**config.mk**
```make
export PLATFORM = sky130hd
export DESIGN_NAME = daq_word_tx
export DESIGN_NICKNAME = d
export VERILOG_FILES = /design/src/dcfeb_pkg.sv /design/src/daq_word_tx.sv
export SDC_FILE = /design/constraint.sdc
export NUM_CORES = 1
export LEC_CHECK = 0
export BUFFER_PORTS_ARGS = -buffer_cell sky130_fd_sc_hd__buf_2
export CAP_MARGIN = 20
export CORE_ASPECT_RATIO = 0.6
export CORE_MARGIN = 1.5
export CORE_UTILIZATION = 47
export CTS_BUF_LIST = sky130_fd_sc_hd__clkbuf_16
export CTS_CLUSTER_SIZE = 14
export DETAILED_ROUTE_END_ITERATION = 8
export GPL_ROUTABILITY_DRIVEN = 0
export PLACE_DENSITY = 0.8
export SETUP_SLACK_MARGIN = 0.4
export SYNTH_ARGS = -nofsm -noshare
export SYNTH_HDL_FRONTEND = slang
export SYNTH_SLANG_ARGS = --single-unit
```
**constraint.sdc**
```tcl
create_clock -name CMS_CLK_P -period 5.4 [get_ports CMS_CLK_P]
set_clock_uncertainty 0.2 [all_clocks]
set_input_delay 0.54 -clock CMS_CLK_P [delete_from_list [all_inputs] [get_ports CMS_CLK_P]]
set_output_delay 0.54 -clock CMS_CLK_P [all_outputs]
set_load 0.02 [all_outputs]
```
**src/dcfeb_pkg.sv**
```systemverilog
`default_nettype none

package dcfeb_pkg;

	////////////////////////////////////////////////////////////
	// Word and field widths
	////////////////////////////////////////////////////////////
	parameter int SAMPLE_BITS     = 12;  // One ADC conversion
	parameter int CH_IDX_BITS     = 4;   // Channel number in a DAQ word
	parameter int DAQ_WORD_BITS   = 16;
	parameter int PIPE_DEPTH_BITS = 7;

	typedef logic [SAMPLE_BITS-1:0]     sample_t;
	typedef logic [DAQ_WORD_BITS-1:0]   daq_word_t;
	typedef logic [PIPE_DEPTH_BITS-1:0] pipe_depth_t;  // L1A latency in frames

	////////////////////////////////////////////////////////////
	// Default sizes of the DAQ path
	////////////////////////////////////////////////////////////
	parameter int DEF_NUM_CH          = 16;
	parameter int DEF_NUM_SAMPLES     = 8;    // Frames per event
	parameter int DEF_RING_DEPTH      = 128;
	parameter int DEF_L1A_QUEUE_DEPTH = 4;

endpackage

`default_nettype wire
```
**src/daq_word_tx.sv**
```systemverilog
`timescale 1ns/1ps
`default_nettype none

module daq_word_tx #(
	parameter int NUM_CH = dcfeb_pkg::DEF_NUM_CH
) (
	input  wire                                   CMS_CLK_P,
	input  wire                                   reset,
	input  wire dcfeb_pkg::sample_t [NUM_CH-1:0]  out_frame,
	input  wire                                   out_valid,
	input  wire                                   out_last_frame,
	input  wire                                   daq_ack,
	output logic                                  frame_taken,
	output dcfeb_pkg::daq_word_t                  daq_data,
	output logic                                  daq_last,
	output logic                                  daq_req
);
	import dcfeb_pkg::*;

	localparam int CW = (NUM_CH > 1) ? $clog2(NUM_CH) : 1;

	// Four-phase handshake per word
	typedef enum logic [1:0] {T_IDLE, T_SETUP, T_REQ, T_RELEASE} tx_state_t;

	tx_state_t             state;
	sample_t [NUM_CH-1:0]  frame_reg;
	logic                  last_reg;   // Frame closes the event
	logic [CW-1:0]         ch_cnt;
	logic                  last_ch;

	assign last_ch     = (ch_cnt == CW'(NUM_CH-1));
	assign frame_taken = (state == T_IDLE) && out_valid;

	always_ff @(posedge CMS_CLK_P) begin
		if (reset) begin
			state    <= T_IDLE;
			ch_cnt   <= '0;
			last_reg <= 1'b0;
			daq_req  <= 1'b0;
			daq_last <= 1'b0;
		end else begin
			case (state)
				T_IDLE: begin
					if (frame_taken) begin
						last_reg <= out_last_frame;
						ch_cnt   <= '0;
						state    <= T_SETUP;
					end
				end
				T_SETUP: begin
					if (!daq_ack) begin  // Previous ack fully released
						daq_req  <= 1'b1;
						daq_last <= last_reg && last_ch;
						state    <= T_REQ;
					end
				end
				T_REQ: begin
					if (daq_ack) begin
						daq_req <= 1'b0;
						state   <= T_RELEASE;
					end
				end
				T_RELEASE: begin
					if (!daq_ack) begin
						daq_last <= 1'b0;
						if (last_ch) begin
							state <= T_IDLE;
						end else begin
							ch_cnt <= ch_cnt + 1'b1;
							state  <= T_SETUP;
						end
					end
				end
				default: state <= T_IDLE;
			endcase
		end
	end

	// Word loads together with the rising req
	always_ff @(posedge CMS_CLK_P) begin
		if (frame_taken) begin
			frame_reg <= out_frame;
		end
		if ((state == T_SETUP) && !daq_ack) begin
			daq_data <= {CH_IDX_BITS'(ch_cnt), frame_reg[ch_cnt]};
		end
	end

	a_req_rise: assert property (@(posedge CMS_CLK_P) disable iff (reset)
		$rose(daq_req) |-> !daq_ack)
		else $error("daq_req rose while daq_ack high");

endmodule

`default_nettype wire

```
==> reports/results.tsv <==
stage	metric	value	unit
drt	finalWirelength	18200	um
power	combPwrFrac	14.3	%
finish	final_nets	798	
sta	finalSetupViolCount	0	
sta	rsz0062_at_grt	no	
power	p_leak	3.79	nW
clocking	clock-root-buffer	clkbuf_16	
finish	fin_area	0.0102	mm^2
floorplan	start_util	48.1	%
global_route	first_global_vias	4806	
critical_path	criticalPathCategory	reg2out	
clocking	cts_sinks	217	
worst_hold_path	hp-class	in2reg	
finish	final_cells	846	
clocking	cts_tree	done	
sta	hold_violations	0	
synth	yosys_register_bits	217	
sta	min_period	3100	ps
critical_path	crit_path_end_kind	output pin	
global_route	grt_usage	20.2	%
clocking	cts_hold_buf	0	
run_status	status	finished clean	
floorplan	die_area	0.0184	mm^2
finish	drive_above_1_share	45.6	%
synth	ys_warn_count	0	
placement	post_dp_cell_area	0.00959	mm^2
placement	numPortBuffers	215	
drt	antenna_left	0	
power	clockPowerShare	29.9	%
drt	wire_per_inst	21.6	um
floorplan	die_y	106	um
clocking	post_cts_buffers	0	
clocking	cts.repair.resized	0	
global_route	grt_max_degree	74	
global_route	grt_pass1_wl	27300	um
sta	tns	0	ps
global_route	grt.overflow.total	0	
synth	syn_nets	571	
sta	worst_slew_pin_slew	1010	ps
clocking	path_clk_slew	60	ps
clocking	cts_made_buffers	21	
critical_path	worstPathArrival	2360	ps
sta	fin_hold_ws	26.6	ps
drt	drt_first_iter_violations	370	
critical_path	path_max_fanout	73	
critical_path	rr_worst_depth	4	
synth	syn_area	0.00826	mm^2
power	vdd_ir_drop_max	0.000274	V
finish	largest_register_ffs	192	
drt	drc	0	
drt	firstDrtPassIters	4	
critical_path	reg2reg_slack	2510	ps
job	max_cap_violations	0	
floorplan	placeableCoreArea	0.0172	mm^2
power	swShare	24.4	%
clocking	max-clock-path-buffers	3	
placement	dp_hpwl	13100	um
power	p_seq_share	55.9	%
sta	timing.fmax	323	MHz
synth	avgSynthCellArea	22.4	um^2
clocking	h-tree-depth	1	
global_route	grt_antenna_before_repair	3	
finish	area_delta_synth_final	23.6	%
power	powerDensity	435	mW/mm^2
clocking	clk_latency	480	ps
power	p_sw	1.08	mW
critical_path	startpoint_type	register	
sta	maxSlewHeadroom	32.3	%
power	intPower	3.36	mW
placement	dp.cells	807	
floorplan	die_w	174	um
synth	yosysUniqueCellTypes	31	
floorplan	fp-row-count	37	
floorplan	pin_count	216	
synth	syn_inst	369	
drt	via_per_inst	5.38	
sta	period_share	57.3	%
synth	yosysSeqAreaShare	77.8	%
critical_path	cp.required	4660	ps
sta	slew_violations	0	
drt	vias	4551	
worst_hold_path	holdPathStages	1	
==> path summary, 6_finish.rpt <==
check / from / end
worst max-delay path: state[0] / frame_taken
worst min-delay path: out_frame[129] / frame_reg[129]
worst max register to register: state[0] / frame_reg[121]
worst min register to register: daq_req / daq_req
==> power by group through the flow <==
stage | Clock, mW | Combinational (mW) | Sequential (mW)
after floorplan | 0 | 0.388 | 2.52
after global placement | 0 | 0.605 | 2.49
after detailed placement | 0 | 0.642 | 2.53
after CTS | 1.36 | 0.644 | 2.49
after global routing | 1.42 | 0.694 | 2.52
final | 1.33 | 0.633 | 2.48
==> critical path: stages, from the launching register on <==
cell and delay (ps):
dfxtp_1 360, inv_1 130, ha_1 250, and2_4 800
buf_2 320
==> final cells by class <==
cell class	instances	area [um^2]
antenna	3	7.51
clock buffer	21	526
clock inverter	15	91.3
fill	1261	6970
inverter	2	7.51
multi-input combinational	132	1720
sequential	217	6430
tap	234	293
timing repair buffer	222	1130
==> per-layer routing <==
metal  part of all wire, %  vias up  global-route usage, %
li1                      -     2029                      -
met1                    42     2285                   27.5
met2                    47      208                   32.6
met3                   8.4       27                   5.52
met4                   2.0        2                   5.48
met5                 0.066        -                      0
==> synthesized netlist by cell type <==
master,number,share of area (%)
edfxtp_1,208,76
mux4_2,25,6.8
a22oi_1,24,2.2
mux4_1,23,7.3
nand2_1,16,0.73
clkbuf_1,9,0.41
dfxtp_1,9,2.2
nor2_1,6,0.27
a21oi_1,5,0.30
ha_1,5,0.76
buf_6,4,0.55
nor2b_1,4,0.30
mux2i_1,3,0.36
nand2b_1,3,0.23
nand3_1,3,0.18
a311oi_1,2,0.21
a31oi_1,2,0.15
and2_1,2,0.15
buf_2,2,0.12
buf_4,2,0.18
inv_1,2,0.091
a2111oi_0,1,0.11
a211oi_1,1,0.091
a41oi_1,1,0.11
and3_1,1,0.076
and3b_1,1,0.11
buf_1,1,0.045
nor4b_1,1,0.11
o211ai_1,1,0.091
o21ai_0,1,0.061
or2_1,1,0.076
==> cells by family (layout without fill, tap and decap cells) <==
| logic type | count (synthesis) | after routing | share of synthesized area (%) |
|---|---|---|---|
| other | 0 | 3 | 0 |
| buffers and inverters | 20 | 260 | 1.39 |
| multiplexers | 51 | 51 | 14.5 |
| AND/OR/NAND/NOR | 38 | 38 | 2.23 |
| flip-flops | 217 | 217 | 77.8 |
| AO/OA/AOI/OAI | 38 | 38 | 3.30 |
| adder cells (fa/ha/maj) | 5 | 5 | 0.758 |
==> layout by cell type, fill, tap and decap left out, drive strengths merged, types with 2 or more instances in the layout <==
| master | instances |
|---|---|
| buf | 222 |
| edfxtp | 208 |
| mux4 | 48 |
| a22oi | 24 |
| clkbuf | 21 |
| nand2 | 16 |
| dfxtp | 9 |
| clkinv | 9 |
| nor2 | 6 |
| inv | 6 |
| a21oi | 5 |
| ha | 5 |
| nor2b | 4 |
| diode | 3 |
| nand2b | 3 |
| mux2i | 3 |
| nand3 | 3 |
| a311oi | 2 |
| a31oi | 2 |
| and2 | 2 |
==> stage by stage <==
stage | utilization, % | total power [mW] | setup WS (ps)
2_1_floorplan | - | 2.91 | 1600
3_3_place_gp | 55.7 | 3.10 | 2680
3_5_place_dp | 55.8 | 3.17 | 2510
4_1_cts | 59.4 | 4.49 | 2280
5_1_grt | 59.4 | 4.64 | 2160
6_report | 59.4 | 4.44 | 2300
Power figures use the tool's default switching activity.
