==> config.mk <==
export PLATFORM = sky130hd
export DESIGN_NAME = adc_frame_deser
export DESIGN_NICKNAME = d
export VERILOG_FILES = /design/src/dcfeb_pkg.sv /design/src/adc_frame_deser.sv
export SDC_FILE = /design/constraint.sdc
export NUM_CORES = 1
export LEC_CHECK = 0
export ABC_AREA = 0
export BUFFER_PORTS_ARGS = -buffer_cell sky130_fd_sc_hd__buf_4
export CAP_MARGIN = 20
export CORE_ASPECT_RATIO = 1.25
export CORE_MARGIN = 2
export CORE_UTILIZATION = 43
export CTS_CLUSTER_DIAMETER = 100
export DETAILED_ROUTE_END_ITERATION = 8
export PLACE_DENSITY = 0.8
export SLEW_MARGIN = 30
export SYNTH_ARGS = -nofsm -noshare
export SYNTH_HDL_FRONTEND = slang
export SYNTH_SLANG_ARGS = --single-unit
==> constraint.sdc <==
create_clock -name CMS_CLK_P -period 1.1 [get_ports CMS_CLK_P]
set_input_delay 0.055 -clock CMS_CLK_P [delete_from_list [all_inputs] [get_ports CMS_CLK_P]]
set_output_delay 0.055 -clock CMS_CLK_P [all_outputs]
set_load 0.005 [all_outputs]
==> src/dcfeb_pkg.sv <==
`default_nettype none

package dcfeb_pkg;

	////////////////////////////////////////////////////////////
	// Word and field widths
	////////////////////////////////////////////////////////////
	parameter int SAMPLE_BITS     = 12;  // One ADC conversion
	parameter int CH_IDX_BITS     = 4;   // Channel number in a DAQ word
	parameter int DAQ_WORD_BITS   = 16;
	parameter int PIPE_DEPTH_BITS = 7;

	typedef logic [SAMPLE_BITS-1:0]     sample_t;
	typedef logic [DAQ_WORD_BITS-1:0]   daq_word_t;
	typedef logic [PIPE_DEPTH_BITS-1:0] pipe_depth_t;  // L1A latency in frames

	////////////////////////////////////////////////////////////
	// Default sizes of the DAQ path
	////////////////////////////////////////////////////////////
	parameter int DEF_NUM_CH          = 16;
	parameter int DEF_NUM_SAMPLES     = 8;    // Frames per event
	parameter int DEF_RING_DEPTH      = 128;
	parameter int DEF_L1A_QUEUE_DEPTH = 4;

endpackage

`default_nettype wire
==> src/adc_frame_deser.sv <==
`timescale 1ns/1ps
`default_nettype none

module adc_frame_deser #(
	parameter int NUM_CH = dcfeb_pkg::DEF_NUM_CH
) (
	input  wire                               CMS_CLK_P,
	input  wire                               reset,
	input  wire [NUM_CH-1:0]                  ad_data,
	input  wire                               frame,
	output dcfeb_pkg::sample_t [NUM_CH-1:0]  frame_data,
	output logic                              frame_valid
);
	import dcfeb_pkg::*;

	localparam int CW = $clog2(SAMPLE_BITS);

	logic [CW-1:0]          bit_cnt;   // Index of the bit taken last
	logic [CW-1:0]          cur_bit;   // Index of the bit on the lanes now
	logic                   aligned;   // Seen at least one frame marker
	sample_t [NUM_CH-1:0]   shift_sr;

	// Frame marker forces bit 0, otherwise count on and wrap after bit 11
	assign cur_bit = frame ? '0 :
		(bit_cnt == CW'(SAMPLE_BITS-1)) ? '0 : bit_cnt + 1'b1;

	// Full frame sits in the shift registers for the cycle after bit 11
	assign frame_data = shift_sr;

	always_ff @(posedge CMS_CLK_P) begin
		if (reset) begin
			bit_cnt     <= '0;
			aligned     <= 1'b0;
			frame_valid <= 1'b0;
		end else begin
			bit_cnt     <= cur_bit;
			frame_valid <= aligned && (cur_bit == CW'(SAMPLE_BITS-1));
			if (frame) begin
				aligned <= 1'b1;
			end
		end
	end

	// LSB arrives first so shift in from the top
	always_ff @(posedge CMS_CLK_P) begin
		for (int ch = 0; ch < NUM_CH; ch++) begin
			shift_sr[ch] <= {ad_data[ch], shift_sr[ch][SAMPLE_BITS-1:1]};
		end
	end

	// Marker only after reset or right after a complete sample
	a_frame_aligned: assert property (@(posedge CMS_CLK_P) disable iff (reset)
		frame |-> (bit_cnt == '0) || (bit_cnt == CW'(SAMPLE_BITS-1)))
		else $error("frame marker at bit_cnt %0d", bit_cnt);

endmodule

`default_nettype wire

==> impl_metrics.csv, run 1 <==
group,metric,value,unit
outcome,status,"completed",
finish,syn_to_final_growth,62.9,%
route,wl_met3,730,um
finish,nets,486,
flow_run,drv_cap,0,
sta,grt_setup_unrepaired,"true",
die,rows,39,
route,finalWirelength,9220,um
die,ioPinCount,212,
clock_network,clk_latency,420,ps
global_routing,grt_pass1_wl,13200,um
die,die-area,10300,sq um
die,core_area,9170,sq um
route,wl_met2,5400,um
synth,yosysTopAreaCellShare,0.970,
setup_path,worst-setup-path-type,"register to register",
route,ant_nets,0,
synth,ys.flop_type,"dfxtp_1",
synth,synthTopCellsByCount,"dfxtp_1 (198), nor2_1 (4), nor3_1 (2)",
die,die_h,113,um
synth,netlist_top_cells_area,"dfxtp_1 (97%), nor2_1 (0.37%), a211oi_2 (0.31%)",
route,drc,0,
synth,synth_edf_count,0,
setup_path,critical_path.max_stage_delay,360,ps
global_routing,overflow,0,
clock_network,clockRootBuffer,"clkbuf_16",
synth,synth_area_per_cell,19.0,sq um
setup_path,arrival,1440,ps
synth,synth_area,4090,sq um
sta,setup_viol,0,
synth,ys_types,14,
hold_path,hold_class,"input pin to register",
synth,yosys_register_bits,198,
finish,fillers,588,
route,post_drt_wl_per_cell,15.3,um
finish,post-route-util,0.725,
pwr,p_sw,3.19,mW
placement,place_ws,-44.1,ps
placement,place_congestion,0.778,
setup_path,startpoint_type,"register",
pwr,irDropWorstVdd,0.00152,V
clock_network,numCtsBuffers,17,
setup_path,crit_path_end_kind,"register",
sta,maxSlewViolCount,0,
die,initial_utilization,0.445,
finish,drive_gt1_frac,0.526,
route,drt_iter0_markers,83,
clock_network,clock_path_buffers,2,
route,wl_met1,2870,um
sta,finalCritPeriodShare,0.990,
route,vias,2504,
finish,n_antenna_cell,0,
setup_path,crit_family,"flip-flops",
setup_path,reg2reg_slack,10,ps
sta,finClkSkew,7.63,ps
route,viasPerCell,4.16,
synth,synthCells,215,
global_routing,grt_antenna_before_repair,0,
placement,port_buffers,211,
pwr,swShare,0.219,
global_routing,grt_usage,0.178,
setup_path,worst-path-buf-inv,0,
sta,layout_setup_ws,11.0,ps
sta,slew_headroom,0.879,
route,highest_layer,"met4",
sta,post-route-min-period,1090,ps
pwr,pwr-share-clk,0.415,
setup_path,crit_path_max_fanout,2,
pwr,power.density,2190,nW/um^2
synth,yosysMostFrequentCell,"dfxtp_1",
pwr,comb_power_share,0.053,
synth,synth_nets,235,
synth,synth-async-reset-ratio,0,
sta,tightest_slew,182,ps
pwr,seqPwrFrac,0.532,
clock_network,cts.clk_slew.worst_paths,70,ps
setup_path,cp_slowest_cell,"dfxtp_4",
sta,hold_viol,0,
pwr,total_power,14.5,mW
global_routing,grt_max_degree,20,
synth,yosysSeqAreaShare,0.970,
route,dr.pass1.iters,4,
sta,fmax,0.918,GHz
synth,yosys_warnings,0,
pwr,internal-power,11.4,mW
setup_path,worstPathRequired,1450,ps
global_routing,grt_pass1_vias,2508,
placement,hpwlAfterDp,6580,um
die,die_width,91.2,um
synth,synth_top_area_cell,"dfxtp_1",
clock_network,htreeDepth,4,
setup_path,worstPathCellList,"ha_4 > nor3b_4 > nand3b_1 > a21oi_1",
pwr,p_leak,3.10,nW
clock_network,cts_tree,"done",
clock_network,cts.sinks,198,
[repair_timing]
action | 4_1_cts | 5_1_grt
resized for setup | 5 | 1
pin swaps | 1 | 1
setup endpoints to repair | 1 | 1
hold endpoints to repair | 22 | 0
hold buffers | 18 | 0
buffers inserted | 1 | 2
[stage by stage]
step           std cells  hold slack [ps]  setup TNS, ps  instance area [sq um]
2_1_floorplan        215             82.7              0                   4090
3_3_place_gp         549              160              0                   5820
3_5_place_dp         549              160          -44.1                   5820
4_1_cts              600              250          -7.45                   6640
5_1_grt              602              259          -34.8                   6660
6_report             602              272              0                   6660
[power groups by stage]
stage	registers (mW)	clock network, mW	logic, mW
after detailed placement	7.90	0	0.712
after floorplan	7.91	0	0.00846
final	7.73	6.04	0.773
after global placement	7.87	0	0.700
after CTS	7.74	6.16	0.776
after global routing	7.77	6.44	0.811
[final cells by class]
| cell class | count | area, sq um | area share |
|---|---|---|---|
| multi-input combinational | 17 | 140 | 0.0211 |
| sequential | 198 | 3970 | 0.597 |
| tap | 123 | 154 | 0.0231 |
| clock buffer | 18 | 439 | 0.0660 |
| timing repair buffer | 232 | 1790 | 0.268 |
| clock inverter | 14 | 164 | 0.0246 |
[cells by family (layout without fill, tap and decap cells)]
family          count (synthesis)  after routing  share of synthesized area
flops                         198            198                      0.970
simple gates                   10             10                     0.0141
compound gates                  5              5                     0.0101
fa+ha+maj                       1              1                    0.00306
mux                             1              1                    0.00245
buf+inv                         0            264                          0
[metal layers]
metal / global-route usage / vias up
met2: 0.344 / 122
li1: - / 1190
met1: 0.146 / 1173
met3: 0.0779 / 19
met4: 0.100 / 0
met5: 0 / -
[sequential cells by signal, summed over array words and instances, names as in the netlist]
register and flops:
aligned 1, frame_valid 1, frame_data 192, bit_cnt 4
[final timing paths]
path                  start             end  cells after the start
max              bit_cnt[0]     frame_valid                      4
min              ad_data[1]  frame_data[23]                      2
max reg2reg      bit_cnt[0]     frame_valid                      4
min reg2reg  frame_data[94]  frame_data[93]                      0
[cells in the final DEF, fill, tap and decap left out]
| master | Yosys | final |
|---|---|---|
| buf_4 | 0 | 214 |
| dfxtp_1 | 198 | 196 |
| dlygate4sd3_1 | 0 | 18 |
| clkbuf_16 | 0 | 17 |
| inv_6 | 0 | 5 |
| nor2_1 | 4 | 4 |
| clkinv_8 | 0 | 3 |
| nor3_1 | 2 | 2 |
| dfxtp_4 | 0 | 2 |
| clkinv_4 | 0 | 2 |
| mux2i_1 | 1 | 1 |
| nor3b_4 | 0 | 1 |
| nand2_1 | 1 | 1 |
| a21boi_2 | 1 | 1 |
| and3b_1 | 1 | 1 |
| o211ai_1 | 1 | 1 |
| nand3b_1 | 1 | 1 |
| a21oi_1 | 1 | 1 |
| o21ai_1 | 1 | 1 |
| a211oi_2 | 1 | 1 |
| ha_4 | 0 | 1 |
| clkinv_2 | 0 | 1 |
| inv_8 | 0 | 1 |
| clkbuf_8 | 0 | 1 |
| clkinvlp_4 | 0 | 1 |
| bufinv_16 | 0 | 1 |
(Power assumes the default switching activity.)
==> inputs of run 2 (changes only) <==
Settings changed: CORE_UTILIZATION 43 to 45, CTS_BUF_LIST set to sky130_fd_sc_hd__clkbuf_8, PLACE_DENSITY 0.8 to 0.83, SETUP_SLACK_MARGIN set to 0.15.
==> run 2 against run 1 <==
The flow now finishes with violations (negative setup slack). Clock skew rose by 5.7 ps. Global-route usage rose by 7.5 points. Hold slack got worse by 32 ps. Critical path type unchanged. Register-to-register slack got worse by 100 ps. Die area fell by 4.3%. Sequential share of layout area fell by 5.1 points. Clock power fell by 24%. Cell area rose by 16%. Via count rose by 11%. Fmax fell by 8.7%. Wire length rose by 49%. Non-clock buffer count rose by 40.
==> impl_metrics.csv, run 2 (same netlist as run 1, synthesis figures left out) <==
group,metric,value,unit
setup_path,r2r_cells,4,
global_routing,grt_pass1_vias,3078,
die,die_width,89.2,um
finish,ff_latch_area,4210,sq um
route,drc,0,
sta,grt_setup_unrepaired,"true",
clock_network,clockRootBuffer,"clkbuf_8",
finish,multi_input_area,158,sq um
route,dr.pass1.iters,4,
sta,layout_setup_ws,-92.8,ps
sta,hold_viol,0,
finish,fillers,353,
global_routing,grt_antenna_before_repair,0,
clock_network,numCtsBuffers,17,
placement,port_buffers,211,
placement,hpwlAfterDp,6300,um
setup_path,cp_slowest_cell,"dfxtp_2",
pwr,comb_power_share,0.084,
pwr,seqPwrFrac,0.581,
placement,placed_cell_area,5820,sq um
clock_network,cts.sinks,198,
sta,post-route-min-period,1190,ps
sta,finalCritPeriodShare,1.08,
global_routing,grt_max_degree,19,
sta,maxSlewViolCount,0,
clock_network,htreeDepth,4,
placement,place_congestion,0.735,
hold_path,holdPathEnd,"frame_data[35]",
die,core_area,8750,sq um
setup_path,crit_path_end_kind,"register",
setup_path,arrival,1560,ps
sta,tightest_slew,241,ps
clock_network,clk_latency,440,ps
sta,finClkSkew,13.3,ps
sta,whs,241,ps
pwr,irDropWorstVdd,0.00170,V
flow_run,drv_cap,0,
finish,nets,526,
global_routing,overflow,0,
sta,fmax,0.838,GHz
route,drt_iter0_markers,97,
pwr,p_leak,3.44,nW
route,viasPerCell,4.36,
setup_path,crit_family,"flip-flops",
route,post_drt_wl_per_cell,21.5,um
die,die_h,111,um
sta,setup_viol,1,
setup_path,reg2reg_slack,-90,ps
setup_path,startpoint,"bit_cnt[1]",
setup_path,startpoint_type,"register",
setup_path,worstPathRequired,1470,ps
finish,syn_to_final_growth,88.9,%
route,ant_nets,0,
setup_path,worst-path-buf-inv,0,
setup_path,r2r-end,"frame_valid",
setup_path,worstPathCellList,"ha_4 > nor3b_4 > nand3b_1 > a21oi_2",
route,finalWirelength,13700,um
setup_path,critical_path.max_stage_delay,360,ps
finish,largest_reg_flops,192,
global_routing,grt_usage,0.252,
setup_path,r2r-start,"bit_cnt[1]",
pwr,pwr-share-clk,0.335,
pwr,internal-power,10.4,mW
setup_path,crit_path_max_fanout,3,
finish,layout_common_cells,"dfxtp_2 (193), buf_6 (193), buf_4 (61), clkbuf_8 (18), dlygate4sd3_1 (18)",
clock_network,clock_path_buffers,2,
finish,n_antenna_cell,0,
clock_network,cts_tree,"done",
pwr,p_sw,3.27,mW
setup_path,worst-setup-path-type,"register to register",
finish,fin_area,7720,sq um
outcome,status,"complete, but fails checks",
die,rows,38,
route,vias,2784,
hold_path,hold_class,"input pin to register",
sta,slew_headroom,0.839,
hold_path,hold_start,"ad_data[2]",
hold_path,min_path_cells,2,
die,ioPinCount,212,
pwr,swShare,0.240,
die,die-area,9860,sq um
outcome,violations,"negative setup slack",
global_routing,grt_pass1_wl,17600,um
finish,drive_gt1_frac,0.942,
pwr,power.density,1770,nW/um^2
die,initial_utilization,0.467,
clock_network,cts.clk_slew.worst_paths,110,ps
[run 2: layout make-up]
class | instances | area share
clock inverter | 14 | 0.0185
timing repair buffer | 272 | 0.364
clock buffer | 18 | 0.0321
multi-input combinational | 17 | 0.0204
sequential | 198 | 0.545
tap | 120 | 0.0195
[run 2: stage by stage]
step | TNS (ps) | setup WS [ps] | instances | power [mW] | utilization
3_5_place_dp | 0 | 0.0732 | 546 | 8.61 | 0.665
5_1_grt | -146 | -143 | 639 | 14.1 | 0.882
2_1_floorplan | 0 | 136 | 215 | 7.92 | -
4_1_cts | -7.27 | -7.27 | 615 | 13.4 | 0.854
3_3_place_gp | 0 | 105 | 546 | 8.56 | 0.665
6_report | -92.8 | -92.8 | 639 | 13.7 | 0.882
[run 2: worst max-delay path by stage]
| stage | slack [ps] | depth (start not counted) | to |
|---|---|---|---|
| 3_5_place_dp | 0.07 | 4 | frame_valid |
| 6_report | -90 | 4 | frame_valid |
| 5_1_grt | -140 | 4 | frame_valid |
| 4_1_cts | -7 | 4 | frame_valid |
| 3_3_place_gp | 110 | 4 | frame_valid |
| 2_1_floorplan | 140 | 4 | frame_valid |
[run 2: per-layer routing]
metal,part of all wire,global-route usage,vias to the layer above
li1,-,-,1267
met1,0.29,0.208,1318
met2,0.59,0.480,162
met3,0.078,0.0904,37
met4,0.042,0.142,0
met5,0,0,-
[run 2: power by group through the flow]
stage	Sequential, mW	Combinational (mW)	Clock, mW
after floorplan	7.91	0.00849	0
after global placement	7.87	0.692	0
final	7.93	1.15	4.57
after detailed placement	7.90	0.705	0
after CTS	7.87	1.03	4.52
after global routing	7.97	1.20	4.97
[run 2: repair_timing]
item	CTS	global route
cloned	0	0
buffers inserted	19	24
hold buffers	18	0
pin swaps	2	2
gates resized for setup	370	25
endpoints found under the setup margin	196	197
endpoints found under the hold margin	22	0
