===== config.mk =====
export PLATFORM = sky130hd
export DESIGN_NAME = l1a_readout_ctrl
export DESIGN_NICKNAME = d
export VERILOG_FILES = /design/src/dcfeb_pkg.sv /design/src/l1a_readout_ctrl.sv
export SDC_FILE = /design/constraint.sdc
export NUM_CORES = 1
export LEC_CHECK = 0
export ABC_AREA = 1
export BUFFER_PORTS_ARGS = -buffer_cell sky130_fd_sc_hd__buf_2
export CORE_AREA = 2 2 161 163
export DETAILED_ROUTE_END_ITERATION = 6
export DIE_AREA = 0 0 163 165
export GPL_ROUTABILITY_DRIVEN = 0
export HOLD_SLACK_MARGIN = 0.1
export SYNTH_ARGS = -nofsm -noshare
export SYNTH_HDL_FRONTEND = slang
export SYNTH_SLANG_ARGS = --single-unit

===== constraint.sdc =====
create_clock -name CMS_CLK_P -period 3.5 [get_ports CMS_CLK_P]
set_input_delay 0.35 -clock CMS_CLK_P [delete_from_list [all_inputs] [get_ports CMS_CLK_P]]
set_output_delay 0.35 -clock CMS_CLK_P [all_outputs]
set_load 0.02 [all_outputs]

===== src/dcfeb_pkg.sv =====
`default_nettype none

package dcfeb_pkg;

	////////////////////////////////////////////////////////////
	// Word and field widths
	////////////////////////////////////////////////////////////
	parameter int SAMPLE_BITS     = 12;  // One ADC conversion
	parameter int CH_IDX_BITS     = 4;   // Channel number in a DAQ word
	parameter int DAQ_WORD_BITS   = 16;
	parameter int PIPE_DEPTH_BITS = 7;

	typedef logic [SAMPLE_BITS-1:0]     sample_t;
	typedef logic [DAQ_WORD_BITS-1:0]   daq_word_t;
	typedef logic [PIPE_DEPTH_BITS-1:0] pipe_depth_t;  // L1A latency in frames

	////////////////////////////////////////////////////////////
	// Default sizes of the DAQ path
	////////////////////////////////////////////////////////////
	parameter int DEF_NUM_CH          = 16;
	parameter int DEF_NUM_SAMPLES     = 8;    // Frames per event
	parameter int DEF_RING_DEPTH      = 128;
	parameter int DEF_L1A_QUEUE_DEPTH = 4;

endpackage

`default_nettype wire

===== src/l1a_readout_ctrl.sv =====
`timescale 1ns/1ps
`default_nettype none

module l1a_readout_ctrl #(
	parameter  int NUM_CH          = dcfeb_pkg::DEF_NUM_CH,
	parameter  int NUM_SAMPLES     = dcfeb_pkg::DEF_NUM_SAMPLES,
	parameter  int RING_DEPTH      = dcfeb_pkg::DEF_RING_DEPTH,
	parameter  int L1A_QUEUE_DEPTH = dcfeb_pkg::DEF_L1A_QUEUE_DEPTH,
	localparam int AW              = $clog2(RING_DEPTH)
) (
	input  wire                                   CMS_CLK_P,
	input  wire                                   reset,
	input  wire                                   l1a,
	input  wire dcfeb_pkg::pipe_depth_t           pipe_depth,
	input  wire [AW-1:0]                          wr_ptr,
	input  wire dcfeb_pkg::sample_t [NUM_CH-1:0]  rd_data,
	input  wire                                   frame_taken,
	output logic                                  rd_en,
	output logic [AW-1:0]                         rd_addr,
	output dcfeb_pkg::sample_t [NUM_CH-1:0]      out_frame,
	output logic                                  out_valid,
	output logic                                  out_last_frame,
	output logic                                  l1a_lost
);
	localparam int QW   = (L1A_QUEUE_DEPTH > 1) ? $clog2(L1A_QUEUE_DEPTH) : 1;
	localparam int CNTW = $clog2(L1A_QUEUE_DEPTH + 1);
	localparam int SW   = (NUM_SAMPLES > 1) ? $clog2(NUM_SAMPLES) : 1;

	typedef enum logic [1:0] {S_IDLE, S_WAIT, S_OFFER} rd_state_t;

	rd_state_t        state;
	logic [AW-1:0]    l1a_queue [L1A_QUEUE_DEPTH];  // Start addresses
	logic [QW-1:0]    q_head;
	logic [QW-1:0]    q_tail;
	logic [CNTW-1:0]  q_count;
	logic             q_full;
	logic             q_push;
	logic             q_pop;
	logic [AW:0]      start_sum;
	logic [AW-1:0]    start_addr;
	logic [AW-1:0]    cur_addr;
	logic [SW-1:0]    frame_cnt;

	function automatic logic [QW-1:0] next_qptr(input logic [QW-1:0] p);
		if (p == QW'(L1A_QUEUE_DEPTH-1)) begin
			return '0;
		end
		return p + 1'b1;
	endfunction

	// wr_ptr - pipe_depth, modulo RING_DEPTH
	assign start_sum  = {1'b0, wr_ptr} + (AW+1)'(RING_DEPTH) - (AW+1)'(pipe_depth);
	assign start_addr = (start_sum >= (AW+1)'(RING_DEPTH)) ?
		AW'(start_sum - (AW+1)'(RING_DEPTH)) : AW'(start_sum);

	////////////////////////////////////////////////////////////
	// L1A queue
	////////////////////////////////////////////////////////////
	assign q_full = (q_count == CNTW'(L1A_QUEUE_DEPTH));
	assign q_push = l1a && !q_full;
	assign q_pop  = (state == S_IDLE) && (q_count != '0);  // Entry leaves as readout starts

	always_ff @(posedge CMS_CLK_P) begin
		if (reset) begin
			q_head   <= '0;
			q_tail   <= '0;
			q_count  <= '0;
			l1a_lost <= 1'b0;
		end else begin
			l1a_lost <= l1a && q_full;  // One cycle per dropped L1A
			if (q_push) begin
				q_tail <= next_qptr(q_tail);
			end
			if (q_pop) begin
				q_head <= next_qptr(q_head);
			end
			if (q_push && !q_pop) begin
				q_count <= q_count + 1'b1;
			end else if (q_pop && !q_push) begin
				q_count <= q_count - 1'b1;
			end
		end
	end

	always_ff @(posedge CMS_CLK_P) begin
		if (q_push) begin
			l1a_queue[q_tail] <= start_addr;
		end
	end

	////////////////////////////////////////////////////////////
	// Frame read sequencing
	////////////////////////////////////////////////////////////
	assign rd_en          = (state == S_WAIT) && (cur_addr != wr_ptr);  // Frame already written
	assign rd_addr        = cur_addr;
	assign out_valid      = (state == S_OFFER);
	assign out_frame      = rd_data;  // Read register holds still while offered
	assign out_last_frame = (frame_cnt == SW'(NUM_SAMPLES-1));

	always_ff @(posedge CMS_CLK_P) begin
		if (reset) begin
			state     <= S_IDLE;
			cur_addr  <= '0;
			frame_cnt <= '0;
		end else begin
			case (state)
				S_IDLE: begin
					if (q_pop) begin
						cur_addr  <= l1a_queue[q_head];
						frame_cnt <= '0;
						state     <= S_WAIT;
					end
				end
				S_WAIT: begin
					if (rd_en) begin
						state <= S_OFFER;
					end
				end
				S_OFFER: begin
					if (frame_taken) begin
						if (out_last_frame) begin
							state <= S_IDLE;
						end else begin
							cur_addr  <= (cur_addr == AW'(RING_DEPTH-1)) ? '0 : cur_addr + 1'b1;
							frame_cnt <= frame_cnt + 1'b1;
							state     <= S_WAIT;
						end
					end
				end
				default: state <= S_IDLE;
			endcase
		end
	end

	a_pipe_depth_range: assert property (@(posedge CMS_CLK_P) disable iff (reset)
		l1a |-> (pipe_depth >= 1) && (pipe_depth <= RING_DEPTH - NUM_SAMPLES))
		else $error("pipe_depth %0d out of range at L1A", pipe_depth);

	a_offer_steady: assert property (@(posedge CMS_CLK_P) disable iff (reset)
		out_valid && !frame_taken |=> out_valid && $stable(out_frame))
		else $error("out_frame changed before frame_taken");

endmodule

`default_nettype wire


==> impl_metrics.yaml, run 1 <==
synth:
  synth_area_per_cell_um2: 8.00
  synth_edf_count: 28
  yosys_warnings: 0
  synthFlopType: "edfxtp_1"
  synth_cell_types: 33
  syn-num-nets: 741
  async_reset_ff_share_pct: 0
  syn-cell-area_um2: 4110
  ys_ff_latch: 50
  ys_seq_area_share_pct: 31.2
  synth_cells: 514
clock_network:
  numCtsBuffers: 5
  cts_root_buffer: "clkbuf_16"
  cts_resized: 0
  cts-hold-fix-buffers: 0
  cts_buffer_depth: 2
  tritoncts: "yes"
  cts_max_level: 2
  cts.clk_slew.worst_paths_ns: 0.07
  post_cts_buffers: 0
  clk_latency_ns: 0.29
  clock_sinks: 50
final_layout:
  final_nets: 579
  fillCellCount: 2879
  multiInputGateArea_um2: 1150
  antenna_cells: 0
  drive_above_1_share_pct: 12.2
  regArea_um2: 1280
  area_growth_pct: -18.3
  final_cell_area_um2: 3360
worst_setup_path:
  worstPathMaxFanout: 7
  crit_arrival_ns: 1.70
  worstPathCellList: "inv_1 -> nand2_1 -> nand2_1 -> nor2_1 -> nand2_1 -> o21bai_1 -> inv_1 -> buf_2"
  critPathLaunchType: "register"
  max_stage_delay_ns: 0.53
  crit_required_ns: 3.15
  crit_path_end_kind: "primary output"
  worstSetupPathType: "register to primary output"
  critPathSlowestCell: "dfxtp_1"
  crit_top_cell: "nand2_1"
placement:
  postPlaceCellArea_um2: 3190
  dp_hpwl_mm: 15.3
  port_buffers: 28
sta:
  finalSetupTns_ns: 0
  max_freq_mhz: 488
  setup_viol: 0
  holdWs_ns: 0.307
  slew_headroom_pct: 46.3
  worst_pin_slew_ns: 0.802
  rsz0062_at_grt: "no"
  slew_viol_final: 0
  fin_crit_sh_pct: 58.6
  fin_worst_skew_ns: 0.00453
  hold_viol: 0
  min_period_ns: 2.05
power_and_ir_drop:
  ir_drop_uv: 486
  powerDensity_nw_per_um2: 719
  power.leakage_nw: 1.45
route:
  drtIter0Drc: 207
  vias: 2421
  drc: 0
  drtPass1Iterations: 4
  vias_per_cell: 3.54
  wl_mm: 17.4
  antenna_left: 0
  wl_per_cell_um: 25.5
flow_run:
  drv_cap: 0
global_routing:
  grt_overflow: 0
  grt_max_degree: 17
  grt_pass1_wl_mm: 21.1
  grtUsageTotal_pct: 11.8
  grt_pass1_vias: 2258
  antenna_found_initial: 0
floorplanning:
  ios: 413
  initial_utilization_pct: 16.4
  die_h_um: 165
  die_x_um: 163
  dieArea_um2: 26900
  core_area_um2: 25000
  row_count: 58
outcome:
  outcome: "finished clean"
hold_path:
  hold_path.class: "input pin to register"
-- cell usage after synthesis, types with 2 or more instances --
| library cell | instances | area share [%] |
|---|---|---|
| a31oi_1 | 2 | 0.30 |
| nand2_1 | 69 | 6.3 |
| xor2_1 | 4 | 0.85 |
| a21oi_1 | 22 | 2.7 |
| ha_1 | 15 | 4.6 |
| o211ai_1 | 2 | 0.37 |
| inv_1 | 53 | 4.8 |
| nand4_1 | 5 | 0.76 |
| xnor2_1 | 4 | 0.85 |
| buf_4 | 193 | 35 |
| edfxtp_1 | 28 | 20 |
| dfxtp_1 | 22 | 11 |
| a21o_1 | 2 | 0.37 |
| nor2_1 | 41 | 3.7 |
| o21bai_1 | 2 | 0.37 |
| o21ai_1 | 3 | 0.37 |
| nand3_1 | 15 | 1.8 |
| fa_1 | 2 | 0.97 |
| o21ai_0 | 14 | 1.7 |
| nor3_1 | 3 | 0.37 |
-- layout by cell type, fill, tap and decap left out, types with 3 or more instances in the layout --
cell type	synthesis	final
nand2_1	69	69
inv_1	53	53
nor2_1	41	41
buf_2	1	28
edfxtp_1	28	28
a21oi_1	22	22
dfxtp_1	22	22
nand3_1	15	15
ha_1	15	15
o21ai_0	14	14
nand4_1	5	5
clkbuf_16	0	5
xnor2_1	4	4
xor2_1	4	4
o21ai_1	3	3
nor3_1	3	3
-- registers in the layout, summed over array words and instances, names as in the netlist, named ones only --
name       count
l1a_lost       1
frame_cnt      3
q_tail         2
l1a_queue     28
q_head         2
rd_addr        7
q_count        3
state          2
-- cell type report --
type	count	share of cell area, %
timing repair buffer	28	4.17
inverter	54	6.03
clock inverter	3	1.34
tap	330	12.3
sequential	50	38.1
clock buffer	5	3.72
multi-input combinational	213	34.3
-- worst max-delay path, delay by kind of cell, from the launching register on --
kind            cells  cell delay, ns
simple gates        4            0.37
flops               1            0.53
buf+inv             3            0.29
compound gates      1            0.23
-- power by group --
| part | total, mW | internal (mW) | switching, mW | leakage [nW] |
|---|---|---|---|---|
| combinational | 0.942 | 0.313 | 0.629 | 0.935 |
| clock | 0.557 | 0.337 | 0.220 | 0.0760 |
| sequential | 0.917 | 0.766 | 0.151 | 0.438 |
-- stage by stage --
stage	worst slack [ns]	std cells	util, %	power, mW
2_1_floorplan	1.67	514	-	1.92
3_3_place_gp	1.49	675	12.7	1.87
3_5_place_dp	1.46	675	12.7	1.88
4_1_cts	1.42	683	13.4	2.44
5_1_grt	1.13	683	13.4	2.60
6_report	1.45	683	13.4	2.42
-- worst paths after layout --
kind                            cells past startpoint         start  slack (ns)            to
worst max-delay path                                8    rd_addr[1]        1.45         rd_en
worst min-delay path                                3           l1a        0.31      l1a_lost
worst max register to register                     11    q_count[0]        1.48    q_count[2]
worst min register to register                      2  frame_cnt[1]        0.47  frame_cnt[1]
-- logic make-up after synthesis --
group	Yosys count	share of synthesized area, %
compound gates	49	6.57
flops	50	31.2
xor+xnor	8	1.70
fa+ha+maj	17	5.54
buf+inv	251	40.8
simple gates	139	14.2
-- per-layer routing --
| metal | vias up | track usage (%) | part of all wire (%) |
|---|---|---|---|
| met4 | 2 | 2.70 | 1.6 |
| met1 | 1024 | 5.92 | 17 |
| met2 | 274 | 19.3 | 47 |
| met5 | - | 3.03 | 0.65 |
| met3 | 23 | 18.8 | 34 |
| li1 | 1098 | - | - |
Note: power is estimated with default switching activity, not from simulation.
==> run 2, diff against run 1 <==
--- a/config.mk
+++ b/config.mk
@@ -7,9 +7,9 @@
 export LEC_CHECK = 0
 export ABC_AREA = 1
 export BUFFER_PORTS_ARGS = -buffer_cell sky130_fd_sc_hd__buf_2
-export CORE_AREA = 2 2 161 163
+export CORE_AREA = 2 2 158 160
 export DETAILED_ROUTE_END_ITERATION = 6
-export DIE_AREA = 0 0 163 165
+export DIE_AREA = 0 0 160 162
 export GPL_ROUTABILITY_DRIVEN = 0
 export HOLD_SLACK_MARGIN = 0.1
 export SYNTH_ARGS = -nofsm -noshare
==> constraint.sdc (replaced) <==
create_clock -name CMS_CLK_P -period 2.02 [get_ports CMS_CLK_P]
set_input_delay 0.202 -clock CMS_CLK_P [delete_from_list [all_inputs] [get_ports CMS_CLK_P]]
set_output_delay 0.202 -clock CMS_CLK_P [all_outputs]
set_load 0.02 [all_outputs]
==> impl_metrics.yaml, run 2 (synthesis results as in run 1) <==
outcome:
  outcome: "finished clean"
clock_network:
  cts_max_level: 2
  cts_root_buffer: "clkbuf_16"
  tritoncts: "yes"
  cts.clk_slew.worst_paths_ns: 0.06
  numCtsBuffers: 5
  cts-hold-fix-buffers: 0
  cts_buffer_depth: 2
  clock_sinks: 50
  clk_latency_ns: 0.28
route:
  vias: 2477
  drtPass1Iterations: 5
  vias_per_cell: 3.62
  drtIter0Drc: 145
  drc: 0
  wl_per_cell_um: 26.8
  wl_mm: 18.4
  antenna_left: 0
sta:
  fin_crit_sh_pct: 92.1
  worst_pin_slew_ns: 0.450
  hold_viol: 0
  fin_worst_skew_ns: 0.00322
  max_freq_mhz: 538
  setup_viol: 0
  min_period_ns: 1.86
  slew_headroom_pct: 69.8
  slew_viol_final: 0
  finalSetupTns_ns: 0
worst_setup_path:
  critPathSlowestCell: "fa_1"
  max_stage_delay_ns: 0.40
  reg2reg_from: "q_count[1]"
  worstSetupPathType: "register to register"
  crit_path_end_kind: "register"
  crit_top_cell: "inv_1"
  crit_required_ns: 2.19
  cp-startpoint: "q_count[1]"
  crit_arrival_ns: 2.03
  critPathLaunchType: "register"
  worstPathCellList: "inv_1 -> nand3_1 -> nand2_1 -> inv_1 -> ha_1 -> inv_1 -> fa_1 -> a21oi_2 -> o21ai_0 -> o21ai_0 -> a21oi_1"
  crit_buf_inv: 3
  critPathTopFamily: "adder cells"
  worstPathMaxFanout: 4
placement:
  port_buffers: 28
  dp_hpwl_mm: 16.4
floorplanning:
  core_area_um2: 24100
  die_x_um: 160
  die_h_um: 162
  ios: 413
  row_count: 57
  initial_utilization_pct: 17.1
  dieArea_um2: 25900
final_layout:
  final_cell_mix: "nand2_1, inv_1, nor2_1"
  largest_register_ffs: 28
  final_nets: 587
  antenna_cells: 0
  final_common_cell: "nand2_1"
  top_register: "l1a_queue"
  utilization_pct: 14.2
  drive_above_1_share_pct: 14.7
  area_growth_pct: -16.9
power_and_ir_drop:
  ir_drop_uv: 715
  finalPower_mw: 4.28
  powerDensity_nw_per_um2: 1250
  power.leakage_nw: 1.49
global_routing:
  grt_pass1_vias: 2301
  antenna_found_initial: 0
  grt_max_degree: 16
  grtUsageTotal_pct: 13.3
  grt_overflow: 0
  grt_pass1_wl_mm: 23.2
hold_path:
  hold_path.class: "input pin to register"
  hp-start: "l1a"
flow_run:
  drv_cap: 0
## run 2: changes by cell type in the layout (fill, tap and decap cells not counted), sizes merged
cell and change:
clkinvlp -1, clkbuf +1, buf +8
## run 2: cell type report
type / instances / area (um^2)
flip-flops and latches: 50 / 1280
clock buffers: 6 / 129
inverters: 54 / 203
clock inverters: 2 / 37.5
repair buffers: 36 / 200
multi-input cells: 213 / 1160
fillers: 2831 / 20700
well taps: 324 / 405
## run 2: metal layers
| layer | up-vias | GRT usage, % | part of all wire (%) |
|---|---|---|---|
| met3 | 5 | 20.6 | 33 |
| met5 | - | 0 | 0 |
| li1 | 1109 | - | - |
| met4 | 0 | 1.11 | 0.34 |
| met2 | 319 | 21.5 | 46 |
| met1 | 1044 | 8.03 | 20 |
## run 2: worst paths after layout
kind	endpoint	slack [ns]	depth (start not counted)
max	q_count[2]	0.16	11
min	l1a_lost	0.17	3
max reg2reg	q_count[2]	0.16	11
min reg2reg	frame_cnt[2]	0.47	2
## run 2: where the power goes
part           switching [mW]  internal [mW]  total [mW]  leakage, nW
Clock                   0.352          0.585       0.937       0.0771
Sequential              0.214           1.33        1.54        0.438
Combinational            1.17          0.628        1.80        0.976
## run 2: stage by stage
stage	worst slack [ns]	std cells	hold slack, ns	area, um^2
4_1_cts	0.138	685	0.158	3410
2_1_floorplan	0.191	514	0.330	4110
3_3_place_gp	0.186	677	0.404	3240
5_1_grt	-0.00756	685	0.167	3420
3_5_place_dp	0.162	677	0.404	3240
6_report	0.160	685	0.167	3420
## run 2: worst min-delay path: stages
cell     delay, ns
buf_2         0.11
nand2_1       0.06
nor2_1        0.04
## run 2: what timing repair did
item	in CTS	in global routing
resized for setup	0	3
setup endpoints to repair	0	1
buffers inserted	0	0
